$ cat config.mk
export PLATFORM = sky130hd
export DESIGN_NAME = settings_sequencer
export DESIGN_NICKNAME = d
export VERILOG_FILES = /design/src/ctl_regs_pkg.sv /design/src/settings_pkg.sv /design/src/settings_sequencer.sv
export SDC_FILE = /design/constraint.sdc
export NUM_CORES = 1
export LEC_CHECK = 0
export ABC_AREA = 1
export BUFFER_PORTS_ARGS = -buffer_cell sky130_fd_sc_hd__buf_4
export CAP_MARGIN = 25
export CORE_ASPECT_RATIO = 2
export CORE_MARGIN = 2
export CORE_UTILIZATION = 45
export DETAILED_ROUTE_END_ITERATION = 6
export PLACE_DENSITY = 0.71
export SETUP_SLACK_MARGIN = 0.05
export SLEW_MARGIN = 15
export SYNTH_ARGS = -nofsm -noshare
export SYNTH_HDL_FRONTEND = slang
export SYNTH_SLANG_ARGS = --single-unit
$ cat constraint.sdc
create_clock -name CLK -period 2.36 [get_ports CLK]
set_clock_uncertainty 0.15 [all_clocks]
set_input_delay 0.472 -clock CLK [delete_from_list [all_inputs] [get_ports CLK]]
set_output_delay 0.472 -clock CLK [all_outputs]
set_load 0.005 [all_outputs]
$ cat src/ctl_regs_pkg.sv
package ctl_regs_pkg;

    typedef logic [7:0] reg_addr_t;
    typedef logic [15:0] reg_word_t;

    // One access on a RAM port. A read is any access with we low.
    typedef struct packed {
        logic      we;
        reg_addr_t addr;
        reg_word_t wdata;
    } ram_port_t;

    localparam reg_addr_t ADDR_CTL_FLAG = 8'h00;
    localparam reg_addr_t ADDR_FPGA_STATE = 8'h01;
    localparam reg_addr_t ADDR_VERSION_MAJOR = 8'h02;
    localparam reg_addr_t ADDR_VERSION_MINOR = 8'h03;

    // Group bases. The remaining words of a group follow at consecutive addresses.
    localparam reg_addr_t ADDR_SILENCER_MODE = 8'h40;
    localparam reg_addr_t ADDR_DEBUG_OUT_IDX = 8'h50;
    localparam reg_addr_t ADDR_SYNC_TIME_0 = 8'h60;  // Least significant word first.

    localparam logic [3:0] FLAG_FORCE_FAN = 4'd0;
    localparam logic [3:0] FLAG_SILENCER_SET = 4'd2;
    localparam logic [3:0] FLAG_DEBUG_SET = 4'd4;
    localparam logic [3:0] FLAG_SYNC_SET = 4'd5;

    localparam logic [7:0] VERSION_MAJOR = 8'hA5;
    localparam logic [7:0] VERSION_MINOR = 8'h01;

    typedef enum logic [1:0] {
        TGT_FLAGS,
        TGT_SILENCER,
        TGT_DEBUG,
        TGT_SYNC
    } tag_target_t;

    // Travels alongside a read so the returning word can be steered.
    typedef struct packed {
        logic        valid;
        tag_target_t target;
        logic [2:0]  idx;    // Word index within the group.
    } read_tag_t;

endpackage

$ cat src/settings_pkg.sv
package settings_pkg;

    typedef struct packed {
        logic        update;
        logic        mode;
        logic [15:0] update_rate_intensity;
        logic [15:0] update_rate_phase;
        logic [15:0] completion_steps_intensity;
        logic [15:0] completion_steps_phase;
    } silencer_settings_t;

    typedef struct packed {
        logic       update;
        logic [7:0] output_idx;
    } debug_settings_t;

    typedef struct packed {
        logic        update;
        logic [63:0] ecat_sync_time;
    } sync_settings_t;

    // Number of RAM words read per group.
    localparam int SILENCER_WORDS = 5;
    localparam int DEBUG_WORDS = 1;
    localparam int SYNC_WORDS = 4;

    localparam silencer_settings_t SILENCER_DEFAULT = '{
        update: 1'b0,
        mode: 1'b1,                       // Fixed completion steps.
        update_rate_intensity: 16'd256,
        update_rate_phase: 16'd256,
        completion_steps_intensity: 16'd10,
        completion_steps_phase: 16'd40
    };

    localparam debug_settings_t DEBUG_DEFAULT = '{
        update: 1'b0,
        output_idx: 8'hFF   // No debug output selected.
    };

    localparam sync_settings_t SYNC_DEFAULT = '{
        update: 1'b0,
        ecat_sync_time: 64'd0
    };

endpackage

$ cat src/settings_sequencer.sv
`timescale 1ns/1ns

module settings_sequencer (
    input  logic                     CLK,
    input  logic                     reset,
    input  logic                     thermo,
    input  ctl_regs_pkg::reg_word_t  ctl_flags,
    output ctl_regs_pkg::ram_port_t  ctl_port,
    output ctl_regs_pkg::read_tag_t  issue_tag
);
    import ctl_regs_pkg::*;
    import settings_pkg::*;

    // Each state names the RAM access driven while it is current.
    typedef enum logic [3:0] {
        S_START,
        S_VER_MINOR,
        S_VER_MAJOR,
        S_POLL_RD,
        S_POLL_STATUS,
        S_POLL_WAIT,
        S_DECIDE,
        S_GROUP_RD,
        S_WRITE_BACK
    } state_t;

    state_t      state;
    state_t      state_nxt;
    tag_target_t target;
    tag_target_t target_nxt;
    logic [2:0]  idx;
    logic [2:0]  idx_nxt;
    ram_port_t   port_nxt;
    read_tag_t   tag_nxt;

    function automatic reg_addr_t group_base(input tag_target_t tgt);
        case (tgt)
            TGT_SILENCER: return ADDR_SILENCER_MODE;
            TGT_DEBUG: return ADDR_DEBUG_OUT_IDX;
            default: return ADDR_SYNC_TIME_0;
        endcase
    endfunction

    function automatic logic [2:0] group_last(input tag_target_t tgt);
        case (tgt)
            TGT_SILENCER: return 3'(SILENCER_WORDS - 1);
            TGT_DEBUG: return 3'(DEBUG_WORDS - 1);
            default: return 3'(SYNC_WORDS - 1);
        endcase
    endfunction

    function automatic logic [3:0] group_flag(input tag_target_t tgt);
        case (tgt)
            TGT_SILENCER: return FLAG_SILENCER_SET;
            TGT_DEBUG: return FLAG_DEBUG_SET;
            default: return FLAG_SYNC_SET;
        endcase
    endfunction

    always_comb begin
        state_nxt = state;
        target_nxt = target;
        idx_nxt = idx;
        case (state)
            S_START: state_nxt = S_VER_MINOR;
            S_VER_MINOR: state_nxt = S_VER_MAJOR;
            S_VER_MAJOR: state_nxt = S_POLL_RD;
            S_POLL_RD: state_nxt = S_POLL_STATUS;
            S_POLL_STATUS: state_nxt = S_POLL_WAIT;
            S_POLL_WAIT: state_nxt = S_DECIDE;
            S_DECIDE: begin
                state_nxt = S_GROUP_RD;
                idx_nxt = '0;
                if (ctl_flags[FLAG_SILENCER_SET]) begin  // Highest priority.
                    target_nxt = TGT_SILENCER;
                end else if (ctl_flags[FLAG_DEBUG_SET]) begin
                    target_nxt = TGT_DEBUG;
                end else if (ctl_flags[FLAG_SYNC_SET]) begin
                    target_nxt = TGT_SYNC;
                end else begin
                    state_nxt = S_POLL_RD;
                end
            end
            S_GROUP_RD: begin
                if (idx == group_last(target)) begin
                    state_nxt = S_WRITE_BACK;
                end else begin
                    idx_nxt = idx + 3'd1;
                end
            end
            S_WRITE_BACK: state_nxt = S_POLL_RD;
            default: state_nxt = S_START;
        endcase
    end

    // Outputs are decoded from the next state and registered.
    always_comb begin
        port_nxt = '0;
        tag_nxt = '0;
        case (state_nxt)
            S_VER_MINOR: port_nxt = '{1'b1, ADDR_VERSION_MINOR, {8'h00, VERSION_MINOR}};
            S_VER_MAJOR: port_nxt = '{1'b1, ADDR_VERSION_MAJOR, {8'h00, VERSION_MAJOR}};
            S_POLL_RD: begin
                port_nxt.addr = ADDR_CTL_FLAG;
                tag_nxt = '{valid: 1'b1, target: TGT_FLAGS, idx: 3'd0};
            end
            S_POLL_STATUS: port_nxt = '{1'b1, ADDR_FPGA_STATE, {15'd0, thermo}};
            S_GROUP_RD: begin
                port_nxt.addr = group_base(target_nxt) + reg_addr_t'(idx_nxt);
                tag_nxt = '{valid: 1'b1, target: target_nxt, idx: idx_nxt};
            end
            S_WRITE_BACK: begin
                port_nxt.we = 1'b1;
                port_nxt.addr = ADDR_CTL_FLAG;
                port_nxt.wdata = ctl_flags & ~(reg_word_t'(1) << group_flag(target_nxt));
            end
            default: port_nxt = '0;
        endcase
    end

    always_ff @(posedge CLK) begin
        if (reset) begin
            state <= S_START;
            target <= TGT_FLAGS;
            idx <= '0;
            ctl_port <= '0;
            issue_tag <= '0;
        end else begin
            state <= state_nxt;
            target <= target_nxt;
            idx <= idx_nxt;
            ctl_port <= port_nxt;
            issue_tag <= tag_nxt;
        end
    end

endmodule

==> qor.yml, run 1 <==
critical_path:
  cpPeakStageDelay_ns: 0.46
  path_delay_family: "compound AO/OA/AOI/OAI gates"
  crit_chain: "inv_2 > nand2_1 > nor2_2 > o21ai_0 > inv_1 > ha_1 > inv_1 > nand3_1 > a21oi_1"
  r2r_slack_ns: 0.49
  crit_path_end_kind: "register"
  critPathKind: "reg2reg"
  cp-start-kind: "register"
  worst-endpoint-required_ns: 2.44
  crit_fanout: 7
  crit_top_cell: "inv_1"
  crit_arrival_ns: 1.94
  critPathSlowestCell: "dfxtp_1"
  path_buf_inv: 3
routing:
  ant_nets: 0
  wl_per_cell_um: 10.9
  drtIter0Drc: 23
  drtPass1Iterations: 4
  wirelength_um: 2900
  drc: 0
  num_vias: 1241
  viasPerCell: 4.67
clock_network:
  cts_root_buf: "clkbuf_8"
  ctsHoldBuffers: 0
  cts_sinks: 37
  cts_inserted_buffers: 5
  cts_max_level: 2
  path_clk_slew_ns: 0.07
  cts_resized: 0
  cts_tree: "built"
  post-cts-setup-buffer-count: 0
  cts_buffer_depth: 2
  worstSkewPairLatency_ns: 0.29
placed_design:
  place_ws_ns: 0.483
  dp_hpwl_um: 2300
  placed_area_mm2: 0.00182
  place_congestion: 0.791
  numPortBuffers: 47
timing:
  finalSetupTns_ns: 0
  period_needed_ns: 1.87
  holdWs_ns: 0.250
  final_hold_viol_count: 0
  slew_violations: 0
  rsz0062_at_grt: "false"
  max_freq_mhz: 536
  fin_ws_ns: 0.495
  period_share_pct: 79.0
  finalSetupViolCount: 0
floorplan:
  die_h_um: 84.7
  num_rows: 29
  initial_core_util_pct: 46.4
  core-area_mm2: 0.00316
  pin_count: 50
  die_area_mm2: 0.00376
  fp.dieW_um: 44.3
synth:
  synth_warnings: 0
  synth_seq_cells: 37
  seq_area_frac_synth_pct: 50.6
  synthCells: 184
  syn_area_mm2: 0.00147
  synthTopCellsByArea: "dfxtp_1 (51%), inv_1 (8.7%), nand2_1 (7.2%)"
  synth_top_cell_area_share_pct: 50.6
  avgSynthCellArea_um2: 7.96
  synth.largest_area_cell: "dfxtp_1"
  yosysUniqueCellTypes: 26
finish:
  layout_commonest_cell: "buf_4"
  final_util_pct: 62.0
  nNetsFinal: 257
  diodes: 0
  final_cell_mix: "buf_4 (47), dfxtp_1 (37), inv_1 (34), nand2_1 (28), nor2_1 (22)"
  drive_gt1_share_pct: 32.8
  design_area_mm2: 0.00196
  syn_to_final_growth_pct: 33.6
global_routing:
  grt_pass1_vias: 1180
  grt_start_max_net_pins: 17
  grt_usage_pct: 17.8
  gr-total-overflow: 0
  antenna_found_initial: 0
  grt_pass1_wl_um: 4890
power:
  leakagePower_uw: 0.00104
  ir_worst_vdd_mv: 0.774
  power-per-cell-area_mw_per_mm2: 776
outcome:
  outcome: "finished, final reports clean"
min_path:
  hold_class: "in2reg"
run:
  cap_violations: 0
state kept, by name, summed over array words and instances (netlist names):
signal     count
ctl_port      23
issue_tag      5
state          4
idx            3
target         2
tightest hold or removal path: stages:
cell	delay [ns]
buf_4	0.08
inv_1	0.03
nor2_2	0.08
worst paths after layout:
check / startpoint / to / cells after the start
setup reg to reg: state[3]$_SDFF_PP0_ / ctl_port[5]$_SDFF_PP0_ / 9
hold / removal: ctl_flags[3] / ctl_port[3]$_SDFF_PP0_ / 3
hold reg to reg: idx[1]$_SDFF_PP0_ / idx[1]$_SDFF_PP0_ / 2
setup / recovery: state[3]$_SDFF_PP0_ / ctl_port[5]$_SDFF_PP0_ / 9
metal layers:
metal	GRT usage [%]	vias up	routed length, um
li1	-	653	-
met5	0	-	0
met3	6.02	6	141
met1	15.8	546	985
met2	32.5	36	1700
met4	9.64	0	73
cell usage after synthesis (all sizes together):
cell / n
nor2: 33
or2: 1
dfxtp: 37
xor2: 1
ha: 4
a31oi: 1
o22ai: 1
nor3: 2
o21ai: 10
xnor2: 1
inv: 36
buf: 4
nand2: 31
a21oi: 10
clkinv: 1
clkbuf: 1
nand3: 8
conb: 1
nor4: 1
layout make-up:
cell class | count | area (um^2)
Fill cell | 290 | 1200
Clock buffer | 5 | 68.8
Timing Repair Buffer | 47 | 353
Multi-Input combinational cell | 106 | 551
Inverter | 37 | 140
Clock inverter | 3 | 65.1
Sequential cell | 37 | 741
Tap cell | 31 | 38.8
logic make-up (layout without fill, tap and decap cells):
kind of cell	after synthesis	in the layout	synth area share, %
simple gates	76	76	24.5
buf+inv	42	92	12.1
flops	37	37	50.6
compound gates	22	22	7.94
fa+ha+maj	4	4	3.42
xor+xnor	2	2	1.20
other cells	1	2	0.256
report_power, final:
| part | leakage [uW] | internal (uW) | total (uW) | switching [uW] |
|---|---|---|---|---|
| registers | 0.000300 | 660 | 678 | 17.8 |
| clock network | 0.0000681 | 420 | 637 | 217 |
| logic | 0.000674 | 91.0 | 204 | 113 |
| total | 0.00104 | 1170 | 1520 | 348 |
per-stage QoR:
| stage | power (uW) | std cells |
|---|---|---|
| 6_report | 1520 | 266 |
| 5_1_grt | 1580 | 266 |
| 4_1_cts | 1530 | 266 |
| 3_5_place_dp | 896 | 258 |
| 3_3_place_gp | 893 | 258 |
| 2_1_floorplan | 808 | 185 |
(Power assumes the default switching activity.)
==> run 2: changes to the inputs <==
==> constraint.sdc (replaced) <==
create_clock -name CLK -period 1.8 [get_ports CLK]
set_clock_uncertainty 0.15 [all_clocks]
set_input_delay 0.36 -clock CLK [delete_from_list [all_inputs] [get_ports CLK]]
set_output_delay 0.36 -clock CLK [all_outputs]
set_load 0.005 [all_outputs]
==> qor.yml, run 2 (same netlist as run 1, synthesis figures left out) <==
outcome:
  outcome: "finished, final reports clean"  # unchanged
global_routing:
  gr-max-usage-layer: "met2"  # unchanged
  use_met3_pct: 5.38  # was 6.02%
  antenna_found_initial: 0  # unchanged
  grt_usage_pct: 17.4  # was 17.8%
  grt_pass1_vias: 1223  # was 1180
  gr-total-overflow: 0  # unchanged
  grt_pass1_wl_um: 4780  # was 4890 um
  grt_start_max_net_pins: 17  # unchanged
  use_met1_pct: 13.8  # was 15.8%
  use_met2_pct: 33.7  # was 32.5%
run:
  cap_violations: 0  # unchanged
finish:
  reg_top3: "ctl_port x23, issue_tag x5, state x4"  # unchanged
  diodes: 0  # unchanged
  syn_to_final_growth_pct: 39.8  # was 33.6%
  drive_gt1_share_pct: 41.1  # was 32.8%
  largest_reg_flops: 23  # unchanged
  layout_commonest_cell: "buf_4"  # unchanged
  final_cell_mix: "buf_4 (54), dfxtp_1 (33), inv_1 (32), nand2_1 (25), nor2_1 (22)"  # was buf_4 (47), dfxtp_1 (37), inv_1 (34), nand2_1 (28), nor2_1 (22)
  fillers: 295  # was 290
  regMostFlops: "ctl_port"  # unchanged
  nNetsFinal: 264  # was 257
timing:
  period_needed_ns: 1.67  # was 1.87 ns
  finalSetupTns_ns: 0  # unchanged
  rsz0062_at_grt: "false"  # unchanged
  max_freq_mhz: 598  # was 536 MHz
  final_hold_viol_count: 0  # unchanged
  period_share_pct: 92.9  # was 79.0%
  slew_violations: 0  # unchanged
  finalSetupViolCount: 0  # unchanged
routing:
  ant_nets: 0  # unchanged
  num_vias: 1285  # was 1241
  drtIter0Drc: 9  # was 23
  viasPerCell: 4.72  # was 4.67
  drc: 0  # unchanged
  wirelength_um: 3050  # was 2900 um
  drtPass1Iterations: 4  # unchanged
  wl_per_cell_um: 11.2  # was 10.9 um
clock_network:
  ctsHoldBuffers: 0  # unchanged
  worstSkewPairLatency_ns: 0.29  # about the same
  cts_sinks: 37  # unchanged
  cts_inserted_buffers: 5  # unchanged
  path_clk_slew_ns: 0.07  # about the same
  cts_tree: "built"  # unchanged
  cts_root_buf: "clkbuf_8"  # unchanged
  cts_max_level: 2  # unchanged
  cts_buffer_depth: 2  # unchanged
power:
  totalPowerFinal_uw: 1870  # was 1520 uW
  leakagePower_uw: 0.00107  # was 0.00104 uW
  power-per-cell-area_mw_per_mm2: 913  # was 776 mW/mm^2
  ir_worst_vdd_mv: 0.750  # was 0.774 mV
placed_design:
  place_congestion: 0.864  # was 0.791
  numPortBuffers: 47  # unchanged
  dp_hpwl_um: 2370  # was 2300 um
floorplan:
  die_h_um: 84.7  # unchanged
  initial_core_util_pct: 46.4  # unchanged
  core-area_mm2: 0.00316  # unchanged
  die_area_mm2: 0.00376  # unchanged
  num_rows: 29  # unchanged
  fp.dieW_um: 44.3  # unchanged
  pin_count: 50  # unchanged
min_path:
  hold_class: "in2reg"  # unchanged
  holdPathStages: 3  # unchanged
critical_path:
  cp-start-kind: "register"  # unchanged
  crit_path_end_kind: "register"  # unchanged
  worst-endpoint-required_ns: 1.83  # was 2.44 ns
  critPathKind: "reg2reg"  # unchanged
  crit_fanout: 4  # was 7
  reg2reg_depth: 10  # was 9
  crit_arrival_ns: 1.70  # was 1.94 ns
## run 2: changes by cell type in the layout (fill, tap and decap cells not counted), moves of 2 or more
cell	before	now
dfxtp_2	0	3
inv_1	34	32
nand2_2	3	5
a21oi_2	0	2
nand2_1	28	25
inv_2	2	4
buf_4	47	54
dfxtp_1	37	33
a21oi_1	10	8
o21ai_0	9	7
## run 2: area by class of cell
class | instances | area (um^2) | area share [%]
clock buffer | 5 | 68.8 | 3.36
clock inverter | 2 | 35.0 | 1.71
inverter | 37 | 140 | 6.84
multi-input combinational | 106 | 612 | 29.9
sequential | 37 | 748 | 36.5
tap | 31 | 38.8 | 1.89
timing repair buffer | 54 | 405 | 19.8
## run 2: stage by stage
stage          instance area, um^2  utilization, %  cells  worst slack, ns  hold WS, ns
2_1_floorplan                 1470               -    185            0.110        0.279
3_3_place_gp                  1860            58.9    263         -0.00628        0.355
3_5_place_dp                  1860            58.9    263           0.0151        0.360
4_1_cts                       1980            62.7    271           0.0691        0.134
5_1_grt                       2050            64.9    272           0.0364        0.149
6_report                      2050            64.9    272            0.128        0.137
## run 2: worst max-delay path, stage by stage, from the launching register on
cell and delay, ns:
dfxtp_1 0.34, inv_1 0.05, ha_1 0.28, inv_1 0.06, nand2_1 0.06, nand2_2 0.08, nand2_1 0.11, nand2_1 0.07
o21ai_0 0.07, a21oi_1 0.23, nor2_1 0.07
## run 2: worst paths after layout
kind | endpoint | from | slack (ns)
min | ctl_port[8]$_SDFF_PP0_ | ctl_flags[8] | 0.14
max reg2reg | idx[2]$_SDFF_PP0_ | target[1]$_SDFF_PP0_ | 0.13
max | idx[2]$_SDFF_PP0_ | target[1]$_SDFF_PP0_ | 0.13
min reg2reg | idx[1]$_SDFF_PP0_ | idx[1]$_SDFF_PP0_ | 0.37
## run 2: power by group
| part | internal [uW] | total [uW] | switching (uW) |
|---|---|---|---|
| Sequential | 870 | 896 | 26.3 |
| Combinational | 135 | 294 | 160 |
| Clock | 402 | 679 | 276 |
## run 2: timing repair
action | 4_1_cts | 5_1_grt
buffers inserted | 1 | 1
setup endpoints to repair | 3 | 26
gates resized for setup | 3 | 19
pin swaps | 1 | 3
endpoints found under the hold margin | 0 | 0
## run 2: layer usage
layer | share of wire [%] | up-vias
met2 | 58 | 33
met3 | 4.3 | 6
li1 | - | 661
met4 | 2.1 | 0
met5 | 0 | -
met1 | 35 | 585
