==> config.mk <==
export PLATFORM = sky130hd
export DESIGN_NAME = settings_capture
export DESIGN_NICKNAME = d
export VERILOG_FILES = /design/src/ctl_regs_pkg.sv /design/src/settings_pkg.sv /design/src/settings_capture.sv
export SDC_FILE = /design/constraint.sdc
export NUM_CORES = 1
export LEC_CHECK = 0
export ABC_AREA = 1
export BUFFER_PORTS_ARGS = -buffer_cell sky130_fd_sc_hd__buf_2
export CORE_ASPECT_RATIO = 1.25
export CORE_MARGIN = 2
export CORE_UTILIZATION = 40
export CTS_CLUSTER_SIZE = 12
export DETAILED_ROUTE_END_ITERATION = 8
export PLACE_DENSITY = 0.67
export SLEW_MARGIN = 20
export SYNTH_ARGS = -nofsm -noshare
export SYNTH_HDL_FRONTEND = slang
export SYNTH_SLANG_ARGS = --single-unit
==> constraint.sdc <==
create_clock -name CLK -period 1.9 [get_ports CLK]
set_input_delay 0.57 -clock CLK [delete_from_list [all_inputs] [get_ports CLK]]
set_output_delay 0.57 -clock CLK [all_outputs]
set_load 0.03 [all_outputs]
==> src/ctl_regs_pkg.sv <==
package ctl_regs_pkg;

    typedef logic [7:0] reg_addr_t;
    typedef logic [15:0] reg_word_t;

    // One access on a RAM port. A read is any access with we low.
    typedef struct packed {
        logic      we;
        reg_addr_t addr;
        reg_word_t wdata;
    } ram_port_t;

    localparam reg_addr_t ADDR_CTL_FLAG = 8'h00;
    localparam reg_addr_t ADDR_FPGA_STATE = 8'h01;
    localparam reg_addr_t ADDR_VERSION_MAJOR = 8'h02;
    localparam reg_addr_t ADDR_VERSION_MINOR = 8'h03;

    // Group bases. The remaining words of a group follow at consecutive addresses.
    localparam reg_addr_t ADDR_SILENCER_MODE = 8'h40;
    localparam reg_addr_t ADDR_DEBUG_OUT_IDX = 8'h50;
    localparam reg_addr_t ADDR_SYNC_TIME_0 = 8'h60;  // Least significant word first.

    localparam logic [3:0] FLAG_FORCE_FAN = 4'd0;
    localparam logic [3:0] FLAG_SILENCER_SET = 4'd2;
    localparam logic [3:0] FLAG_DEBUG_SET = 4'd4;
    localparam logic [3:0] FLAG_SYNC_SET = 4'd5;

    localparam logic [7:0] VERSION_MAJOR = 8'hA5;
    localparam logic [7:0] VERSION_MINOR = 8'h01;

    typedef enum logic [1:0] {
        TGT_FLAGS,
        TGT_SILENCER,
        TGT_DEBUG,
        TGT_SYNC
    } tag_target_t;

    // Travels alongside a read so the returning word can be steered.
    typedef struct packed {
        logic        valid;
        tag_target_t target;
        logic [2:0]  idx;    // Word index within the group.
    } read_tag_t;

endpackage

==> src/settings_pkg.sv <==
package settings_pkg;

    typedef struct packed {
        logic        update;
        logic        mode;
        logic [15:0] update_rate_intensity;
        logic [15:0] update_rate_phase;
        logic [15:0] completion_steps_intensity;
        logic [15:0] completion_steps_phase;
    } silencer_settings_t;

    typedef struct packed {
        logic       update;
        logic [7:0] output_idx;
    } debug_settings_t;

    typedef struct packed {
        logic        update;
        logic [63:0] ecat_sync_time;
    } sync_settings_t;

    // Number of RAM words read per group.
    localparam int SILENCER_WORDS = 5;
    localparam int DEBUG_WORDS = 1;
    localparam int SYNC_WORDS = 4;

    localparam silencer_settings_t SILENCER_DEFAULT = '{
        update: 1'b0,
        mode: 1'b1,                       // Fixed completion steps.
        update_rate_intensity: 16'd256,
        update_rate_phase: 16'd256,
        completion_steps_intensity: 16'd10,
        completion_steps_phase: 16'd40
    };

    localparam debug_settings_t DEBUG_DEFAULT = '{
        update: 1'b0,
        output_idx: 8'hFF   // No debug output selected.
    };

    localparam sync_settings_t SYNC_DEFAULT = '{
        update: 1'b0,
        ecat_sync_time: 64'd0
    };

endpackage

==> src/settings_capture.sv <==
`timescale 1ns/1ns

module settings_capture #(
    parameter int READ_LATENCY = 2
) (
    input  logic                             CLK,
    input  logic                             reset,
    input  ctl_regs_pkg::read_tag_t          issue_tag,
    input  ctl_regs_pkg::reg_word_t          ctl_rdata,
    output ctl_regs_pkg::reg_word_t          ctl_flags,
    output logic                             force_fan,
    output settings_pkg::silencer_settings_t silencer,
    output settings_pkg::debug_settings_t    debug,
    output settings_pkg::sync_settings_t     sync
);
    import ctl_regs_pkg::*;
    import settings_pkg::*;

    read_tag_t tag_pipe [READ_LATENCY];
    read_tag_t ret_tag;

    assign ret_tag = tag_pipe[READ_LATENCY-1];  // Lines up with ctl_rdata.
    assign force_fan = ctl_flags[FLAG_FORCE_FAN];

    always_ff @(posedge CLK) begin
        if (reset) begin
            for (int s = 0; s < READ_LATENCY; s++) begin
                tag_pipe[s] <= '0;
            end
        end else begin
            tag_pipe[0] <= issue_tag;
            for (int s = 1; s < READ_LATENCY; s++) begin
                tag_pipe[s] <= tag_pipe[s-1];
            end
        end
    end

    always_ff @(posedge CLK) begin
        if (reset) begin
            ctl_flags <= '0;
            silencer <= SILENCER_DEFAULT;
            debug <= DEBUG_DEFAULT;
            sync <= SYNC_DEFAULT;
        end else begin
            silencer.update <= 1'b0;
            debug.update <= 1'b0;
            sync.update <= 1'b0;
            if (ret_tag.valid) begin
                case (ret_tag.target)
                    TGT_FLAGS: ctl_flags <= ctl_rdata;
                    TGT_SILENCER: begin
                        case (ret_tag.idx)
                            3'd0: silencer.mode <= ctl_rdata[0];
                            3'd1: silencer.update_rate_intensity <= ctl_rdata;
                            3'd2: silencer.update_rate_phase <= ctl_rdata;
                            3'd3: silencer.completion_steps_intensity <= ctl_rdata;
                            default: silencer.completion_steps_phase <= ctl_rdata;
                        endcase
                        silencer.update <= (ret_tag.idx == 3'(SILENCER_WORDS - 1));
                    end
                    TGT_DEBUG: begin
                        debug.output_idx <= ctl_rdata[7:0];
                        debug.update <= (ret_tag.idx == 3'(DEBUG_WORDS - 1));
                    end
                    default: begin
                        // Word n fills bits 16n up to 16n+15.
                        sync.ecat_sync_time[{ret_tag.idx[1:0], 4'b0000} +: 16] <= ctl_rdata;
                        sync.update <= (ret_tag.idx == 3'(SYNC_WORDS - 1));
                    end
                endcase
            end
        end
    end

endmodule

==> impl_metrics.ini, run 1 <==
[clock_tree]
h-tree-depth = 4
clock-sinks = 168
clock_path_buffers = 2
cts_tree = yes
clk_latency_ns = 0.43
root_buffer = clkbuf_16
clk_pin_slew_worst_paths_ns = 0.07
cts_resized = 0
cts_buffers = 17

[sta]
slew_headroom = 0.587
rsz0062_at_grt = false
worst_pin_slew_ns = 0.618
finalSetupTns_ns = 0
setup_viol = 0
drv_slew = 0
hold_viol = 0
skew_ns = 0.0109
setup_ws_ns = 0.171
period_share = 0.910
max_freq_mhz = 578
min_period_ns = 1.73

[route]
drt-pass1-iter-count = 5
routed_wl_mm = 18.1
route.met2.wl_mm = 8.50
ant_nets = 0
wl_met1_mm = 7.85
wl_per_cell_um = 15.9
drtIter0Drc = 363
drt-vias-per-instance = 4.98
dr_wl_met3_mm = 1.34
vias = 5675
dr.max_layer_used = met4
drc = 0

[logic_synthesis]
avgSynthCellArea_um2 = 7.95
ys_ff_latch = 168
ys_warn_count = 0
syn_area_um2 = 6170
ys_seq_area_frac = 0.545
synth_mux_area_frac = 0
synth_xor_area_frac = 0
synthSimpleGateAreaFrac = 0.210
synth_top_family_by_area = simple AND/OR/NAND/NOR gates
synth_fa_ha_area_frac = 0.0182
syn_nets = 809
netlist_instances = 776
synth_compound_area_frac = 0.156
synth_cell_type_count = 27

[final_layout]
drive_gt1_frac = 0.264
final_cell_area_um2 = 7860
area_growth_pct = 27.4
nets = 978
final_common_cell = buf_2
most-common-layout-cells = buf_2, dfxtp_1, nand2_1, a21oi_1, nor2_1
final-seq-area_um2 = 3360
n_antenna_cell = 0
multi_input_area_um2 = 2380
nFillCells = 1513

[grt]
grtUsageTotal = 0.223
grt_max_degree = 76
grt_pass1_wl_mm = 28.1
antenna_found_initial = 0
first_global_vias = 5188
overflow = 0

[placed_design]
numPortBuffers = 180
place_congestion = 0.810
dpl-instance-area_um2 = 7230
post-place-ws_ns = 0.0896
hpwl_mm = 12.7

[pwr]
seqPwrFrac = 0.479
clkPwrFrac = 0.468
p_total_w = 0.00746
power_leakage_nw = 3.71
intPower_w = 0.00556
switching_power_w = 0.00190
power_frac_comb = 0.053
ir_worst_vdd_v = 0.000538
p_sw_frac = 0.254
powerDensity_nw_per_um2 = 948

[flow_run]
maxCapViolCount = 0

[die]
initial_core_util = 0.411
die_w_um = 115
pin_count = 181
die_y_um = 143
die_area_um2 = 16400
design.core.area_um2 = 15000
rows = 50

[worst_hold_path]
hold_class = in2reg
worstHoldEndpoint = tag_pipe[0][3]$_SDFF_PP0_
min_from = issue_tag[3]
holdPathStages = 3

[worst_setup_path]
crit_start = tag_pipe[0][6]$_SDFF_PP0_
rr_startpoint = tag_pipe[0][6]$_SDFF_PP0_
cp-start-kind = flop
criticalPathCategory = reg2reg
cp.required_ns = 2.26
reg2reg_to = sync[19]$_SDFFE_PP0P_
cp_max_fo = 16
r2r_slack_ns = 0.17
rr_worst_depth = 7
arrival_ns = 2.09
cp-end-kind = flop

[run_status]
status = finished clean
-- cell families after synthesis --
kind of cell    after synthesis
simple gates                306
fa+ha+maj                     9
flops                       168
compound gates              186
buf+inv                     107
-- layer usage --
layer | vias up | GRT usage
met2 | 189 | 0.347
li1 | 2857 | -
met3 | 28 | 0.0683
met1 | 2601 | 0.288
met5 | - | 0
met4 | 0 | 0.0894
-- stage by stage --
stage	utilization	hold slack, ns	cells
finish	0.524	0.342	1140
global route	0.524	0.329	1140
global placement	0.482	0.396	1106
floorplan	-	0.381	776
detailed placement	0.482	0.400	1106
CTS	0.521	0.335	1138
-- worst max-delay path, cell delays in order, from the launching register on --
cell and delay [ns]:
dfxtp_2 0.38, clkinv_2 0.10, ha_1 0.28, inv_1 0.19
nand2_1 0.12, nor2_4 0.32, nand2_1 0.12, a21oi_1 0.14
-- power by group through the flow --
stage	clock, W	combinational, W	sequential, W
5_1_grt	0.00369	0.000430	0.00357
4_1_cts	0.00353	0.000393	0.00357
3_5_place_dp	0	0.000393	0.00365
2_1_floorplan	0	0.000189	0.00369
6_report	0.00349	0.000393	0.00357
3_3_place_gp	0	0.000391	0.00365
-- worst max-delay path by stage --
stage | end | slack [ns] | cells after the start
6_report | sync[19]$_SDFFE_PP0P_ | 0.17 | 7
5_1_grt | sync[19]$_SDFFE_PP0P_ | 0.03 | 7
4_1_cts | sync[59]$_SDFFE_PP0P_ | 0.07 | 6
3_5_place_dp | sync[59]$_SDFFE_PP0P_ | 0.09 | 6
3_3_place_gp | sync[62]$_SDFFE_PP0P_ | 0.15 | 6
2_1_floorplan | sync[55]$_SDFFE_PP0P_ | 0.05 | 8
-- layout make-up --
type / count / share of cell area
clock buffer: 18 / 0.0558
clock inverter: 14 / 0.0191
inverter: 60 / 0.0288
multi-input combinational: 501 / 0.302
sequential: 168 / 0.428
tap: 182 / 0.0290
timing repair buffer: 197 / 0.137
-- flip-flops by register name, indices dropped and copies added (netlist names) --
register   count
silencer      66
ctl_flags     16
debug          9
sync          65
tag_pipe      12
-- synth_stat cells --
cell | count | area, um2
dfxtp_1 | 168 | 3360
nand2_1 | 161 | 604
a21oi_1 | 108 | 541
nor2_1 | 90 | 338
o21ai_0 | 63 | 315
inv_1 | 53 | 199
clkbuf_1 | 26 | 97.6
nand3_1 | 23 | 115
nand4_1 | 15 | 93.8
o211ai_1 | 12 | 90.1
buf_2 | 11 | 55.1
ha_1 | 9 | 113
inv_2 | 6 | 22.5
buf_1 | 5 | 18.8
buf_4 | 5 | 37.5
nor2_4 | 5 | 56.3
nand2_2 | 2 | 12.5
nand2_4 | 2 | 22.5
nor3_1 | 2 | 10.0
nor4_1 | 2 | 12.5
o21ai_1 | 2 | 10.0
a21oi_2 | 1 | 8.76
clkinv_1 | 1 | 3.75
nand3_2 | 1 | 10.0
nor2_2 | 1 | 6.26
nor3_2 | 1 | 10.0
or2_2 | 1 | 6.26
-- what timing repair did --
action / in CTS / in global routing
hold buffers: 0 / 0
setup endpoints to repair: 0 / 10
buffers inserted: 0 / 2
Power figures use the tool's default switching activity.
==> inputs of run 2 (changes only) <==
Settings changed: RECOVER_POWER set to 100.
==> run 2 against run 1 <==
Largest cell class unchanged. Wire length increased by 0.29%. Fmax decreased by 2.1%. Worst hold slack got worse by 0.0014 ns. Clock power about the same. Via count decreased by 1.3%. Utilization decreased by 1.5 points. Count of clock-buffer cells in the layout unchanged. First-iteration DRC count increased by 0.28%. Clock skew decreased by 0.00073 ns. Power decreased by 0.14%. Non-clock buffer count unchanged.
==> impl_metrics.ini, run 2 (synthesized netlist as in run 1, its figures left out) <==
[run_status]
status = finished clean

[die]
design.core.area_um2 = 15000
die_w_um = 115
pin_count = 181
initial_core_util = 0.411
rows = 50
die_y_um = 143
die_area_um2 = 16400

[route]
ant_nets = 0
drc = 0
drtIter0Drc = 364
drt-vias-per-instance = 4.91
vias = 5602
wl_per_cell_um = 15.9
drt-pass1-iter-count = 4
routed_wl_mm = 18.1

[worst_setup_path]
cp_max_fo = 16
cp.required_ns = 2.26
criticalPathCategory = reg2reg
cp-end-kind = flop
cp-start-kind = flop
rr_worst_depth = 7
arrival_ns = 2.13

[pwr]
power_leakage_nw = 3.07
powerDensity_nw_per_um2 = 975
ir_worst_vdd_v = 0.000542

[sta]
worst_pin_slew_ns = 0.620
hold_viol = 0
min_period_ns = 1.77
finalSetupTns_ns = 0
max_freq_mhz = 566
whs_ns = 0.341
period_share = 0.930
setup_viol = 0
rsz0062_at_grt = false
skew_ns = 0.0101
slew_headroom = 0.586
drv_slew = 0

[placed_design]
place_congestion = 0.810
place_inst = 1106
numPortBuffers = 180
hpwl_mm = 12.7

[final_layout]
final_common_cell = dfxtp_1
largest_register = silencer
drive_gt1_frac = 0.0919
largest_registers = silencer: 66 flops, sync: 65 flops, ctl_flags: 16 flops
utilization = 0.509
area_growth_pct = 23.7
n_antenna_cell = 0
multi_input_area_um2 = 2360
most-common-layout-cells = dfxtp_1, nand2_1, clkbuf_1, a21oi_1, nor2_1
nFillCells = 1593
largest_reg_flops = 66
nets = 978
instances_no_fill = 1140
final-seq-area_um2 = 3360

[clock_tree]
h-tree-depth = 4
clock_path_buffers = 2
clock-sinks = 168
root_buffer = clkbuf_16
cts_buffers = 17
holdBufCountCts = 0
clk_latency_ns = 0.43
clk_pin_slew_worst_paths_ns = 0.07
cts_tree = yes
cts_resized = 0

[grt]
antenna_found_initial = 0
grt_max_degree = 76
first_global_vias = 5188
grt_pass1_wl_mm = 28.1
grtUsageTotal = 0.223
overflow = 0

[worst_hold_path]
holdPathStages = 3
hold_class = in2reg

[flow_run]
maxCapViolCount = 0
## run 2: cell types whose count changed in the layout (fill, tap and decap cells not counted), moves of 2 or more
| cell | delta |
|---|---|
| clkbuf_1 | +158 |
| buf_4 | -4 |
| inv_1 | +2 |
| nor2_2 | -2 |
| buf_2 | -158 |
| inv_2 | -2 |
| clkbuf_2 | +4 |
| nor2_1 | +3 |
## run 2: critical path, cell delays in order, from the launching register on
cell	delay, ns
dfxtp_2	0.38
clkinv_2	0.10
ha_1	0.37
or2_2	0.30
nor2_1	0.18
buf_12	0.17
nand2_1	0.06
a21oi_1	0.13
## run 2: layout make-up
cell class	instances	share of cell area
Clock inverter	14	0.0197
Multi-Input combinational cell	501	0.309
Inverter	60	0.0297
Tap cell	182	0.0298
Clock buffer	18	0.0575
Sequential cell	168	0.441
Timing Repair Buffer	197	0.114
## run 2: metal layers
layer / GRT usage / up-vias / part of all wire
li1: - / 2852 / -
met1: 0.288 / 2555 / 0.44
met5: 0 / - / 0
met3: 0.0683 / 22 / 0.070
met2: 0.347 / 173 / 0.47
met4: 0.0894 / 0 / 0.019
## run 2: where the power goes
group	leakage (nW)	internal (W)	switching (W)
Clock	0.295	0.00191	0.00159
Sequential	1.36	0.00355	0.0000182
Combinational	1.42	0.0000919	0.000291
## run 2: metrics by stage
| step | worst slack (ns) | power, W | area (um2) |
|---|---|---|---|
| CTS | 0.0686 | 0.00749 | 7820 |
| finish | 0.133 | 0.00745 | 7640 |
| global placement | 0.155 | 0.00404 | 7230 |
| global route | 0.0263 | 0.00769 | 7640 |
| floorplan | 0.0470 | 0.00388 | 6180 |
| detailed placement | 0.0896 | 0.00404 | 7230 |
## run 2: final timing paths
check	from	endpoint	slack, ns
min	issue_tag[3]	tag_pipe[0][3]$_SDFF_PP0_	0.34
max reg2reg	tag_pipe[0][6]$_SDFF_PP0_	sync[61]$_SDFFE_PP0P_	0.13
min reg2reg	tag_pipe[0][0]$_SDFF_PP0_	tag_pipe[0][6]$_SDFF_PP0_	0.41
max	tag_pipe[0][6]$_SDFF_PP0_	sync[61]$_SDFFE_PP0P_	0.13
## run 2: repair_timing
item	CTS	global route
endpoints found under the setup margin	0	10
endpoints found under the hold margin	0	0
setup buffers	0	2
==> inputs of run 3 (changes only) <==
Settings changed: ABC_CLOCK_PERIOD_IN_PS set to 1900, PLACE_DENSITY 0.67 to 0.65.
==> run 3 against run 2 <==
Count of clock-buffer cells in the layout grew 4. Largest power group unchanged. First-iteration DRC count is 1.1% higher. Sequential cell count unchanged. Clock power fell by 4%.
==> impl_metrics.ini, run 3 (synthesized netlist as in run 1, its figures left out) <==
[final_layout]
most-common-layout-cells = dfxtp_1, nand2_1, clkbuf_1, a21oi_1, nor2_1
nets = 977
area_growth_pct = 23.3
drive_gt1_frac = 0.0888
n_antenna_cell = 0
largest_reg_flops = 66
largest_register = silencer
largest_registers = silencer: 66 flops, sync: 65 flops, ctl_flags: 16 flops
final_common_cell = dfxtp_1
final_cell_area_um2 = 7610
utilization = 0.507

[grt]
grtUsageTotal = 0.222
first_global_vias = 5103
antenna_found_initial = 0
overflow = 0
grt_pass1_wl_mm = 27.9
grt_max_degree = 76

[sta]
period_share = 0.930
worst_pin_slew_ns = 0.827
max_freq_mhz = 566
min_period_ns = 1.77
slew_headroom = 0.449
rsz0062_at_grt = false
setup_viol = 0
skew_ns = 0.0104
drv_slew = 0
finalSetupTns_ns = 0
hold_viol = 0

[pwr]
ir_worst_vdd_v = 0.000472
switching_power_w = 0.00172
intPower_w = 0.00559
power_frac_comb = 0.052
power_leakage_nw = 3.04
clkPwrFrac = 0.459
p_sw_frac = 0.236
seqPwrFrac = 0.488
powerDensity_nw_per_um2 = 961

[worst_setup_path]
rr_startpoint = tag_pipe[0][6]$_SDFF_PP0_
cp_max_fo = 16
path_buf_inv = 1
crit_slowest_cell = dfxtp_2
arrival_ns = 2.13
cp-start-kind = flop
cp-end-kind = flop
crit_start = tag_pipe[0][6]$_SDFF_PP0_
criticalPathCategory = reg2reg
rr_worst_depth = 6
reg2reg_to = sync[52]$_SDFFE_PP0P_
cp.required_ns = 2.26
r2r_slack_ns = 0.13
max_stage_delay_ns = 0.38
crit_path_cell_trace = inv_1 -> ha_1 -> or2_2 -> nor2_4 -> nand2_1 -> a21oi_1
crit_family = simple AND/OR/NAND/NOR gates

[die]
rows = 50
die_w_um = 115
design.core.area_um2 = 15000
die_area_um2 = 16400
die_y_um = 143
initial_core_util = 0.411
pin_count = 181

[clock_tree]
clock-sinks = 168
post-cts-setup-buffer-count = 0
root_buffer = clkbuf_16
cts_resized = 0
cts_tree = yes
clock_path_buffers = 2
holdBufCountCts = 0
clk_latency_ns = 0.43
cts_buffers = 17
h-tree-depth = 4
clk_pin_slew_worst_paths_ns = 0.06

[worst_hold_path]
worstHoldEndpoint = tag_pipe[0][0]$_SDFF_PP0_
min_from = issue_tag[0]
hold_class = in2reg
holdPathStages = 3

[flow_run]
maxCapViolCount = 0

[route]
wl_per_cell_um = 15.9
ant_nets = 0
drt-pass1-iter-count = 5
drc = 0
drt-vias-per-instance = 4.95
routed_wl_mm = 18.1
vias = 5639
drtIter0Drc = 368

[run_status]
status = finished clean

[placed_design]
dpl-instance-area_um2 = 7250
place_congestion = 0.823
hpwl_mm = 12.9
numPortBuffers = 180
run 3: stage by stage:
stage	hold WS [ns]	setup WS [ns]	total power, W	cells
after floorplan	0.381	0.0470	0.00388	776
final	0.338	0.133	0.00732	1139
after global placement	0.394	0.159	0.00405	1107
after detailed placement	0.397	0.0981	0.00405	1107
after CTS	0.330	0.0870	0.00739	1139
after global routing	0.330	0.0154	0.00755	1139
run 3: worst min-delay path, delay by kind of cell:
| family | cells | cell delay [ns] |
|---|---|---|
| AND/OR/NAND/NOR | 1 | 0.06 |
| buffers and inverters | 2 | 0.10 |
run 3: area by class of cell:
type	count	area, um2
well taps	182	228
flip-flops and latches	168	3360
inverters	60	225
fillers	1603	7400
clock inverters	10	93.8
repair buffers	196	850
clock buffers	22	484
multi-input cells	501	2370
run 3: worst max path at each step:
stage,depth (start not counted),slack [ns],endpoint
after floorplan,8,0.05,sync[55]$_SDFFE_PP0P_
after global placement,6,0.16,sync[61]$_SDFFE_PP0P_
after detailed placement,6,0.1,sync[48]$_SDFFE_PP0P_
after CTS,6,0.09,sync[48]$_SDFFE_PP0P_
after global routing,6,0.02,sync[62]$_SDFFE_PP0P_
final,6,0.13,sync[52]$_SDFFE_PP0P_
run 3: per-layer routing:
layer / track usage / vias to the layer above / share of wire
met5: 0 / - / 0
met4: 0.0875 / 0 / 0.026
met3: 0.0683 / 34 / 0.072
met2: 0.364 / 193 / 0.48
met1: 0.273 / 2561 / 0.42
li1: - / 2851 / -
run 3: power groups by stage:
| stage | logic (W) | clock network, W | registers [W] |
|---|---|---|---|
| floorplan | 0.000189 | 0 | 0.00369 |
| global placement | 0.000395 | 0 | 0.00365 |
| detailed placement | 0.000395 | 0 | 0.00365 |
| CTS | 0.000396 | 0.00342 | 0.00357 |
| global route | 0.000418 | 0.00356 | 0.00358 |
| finish | 0.000382 | 0.00336 | 0.00357 |
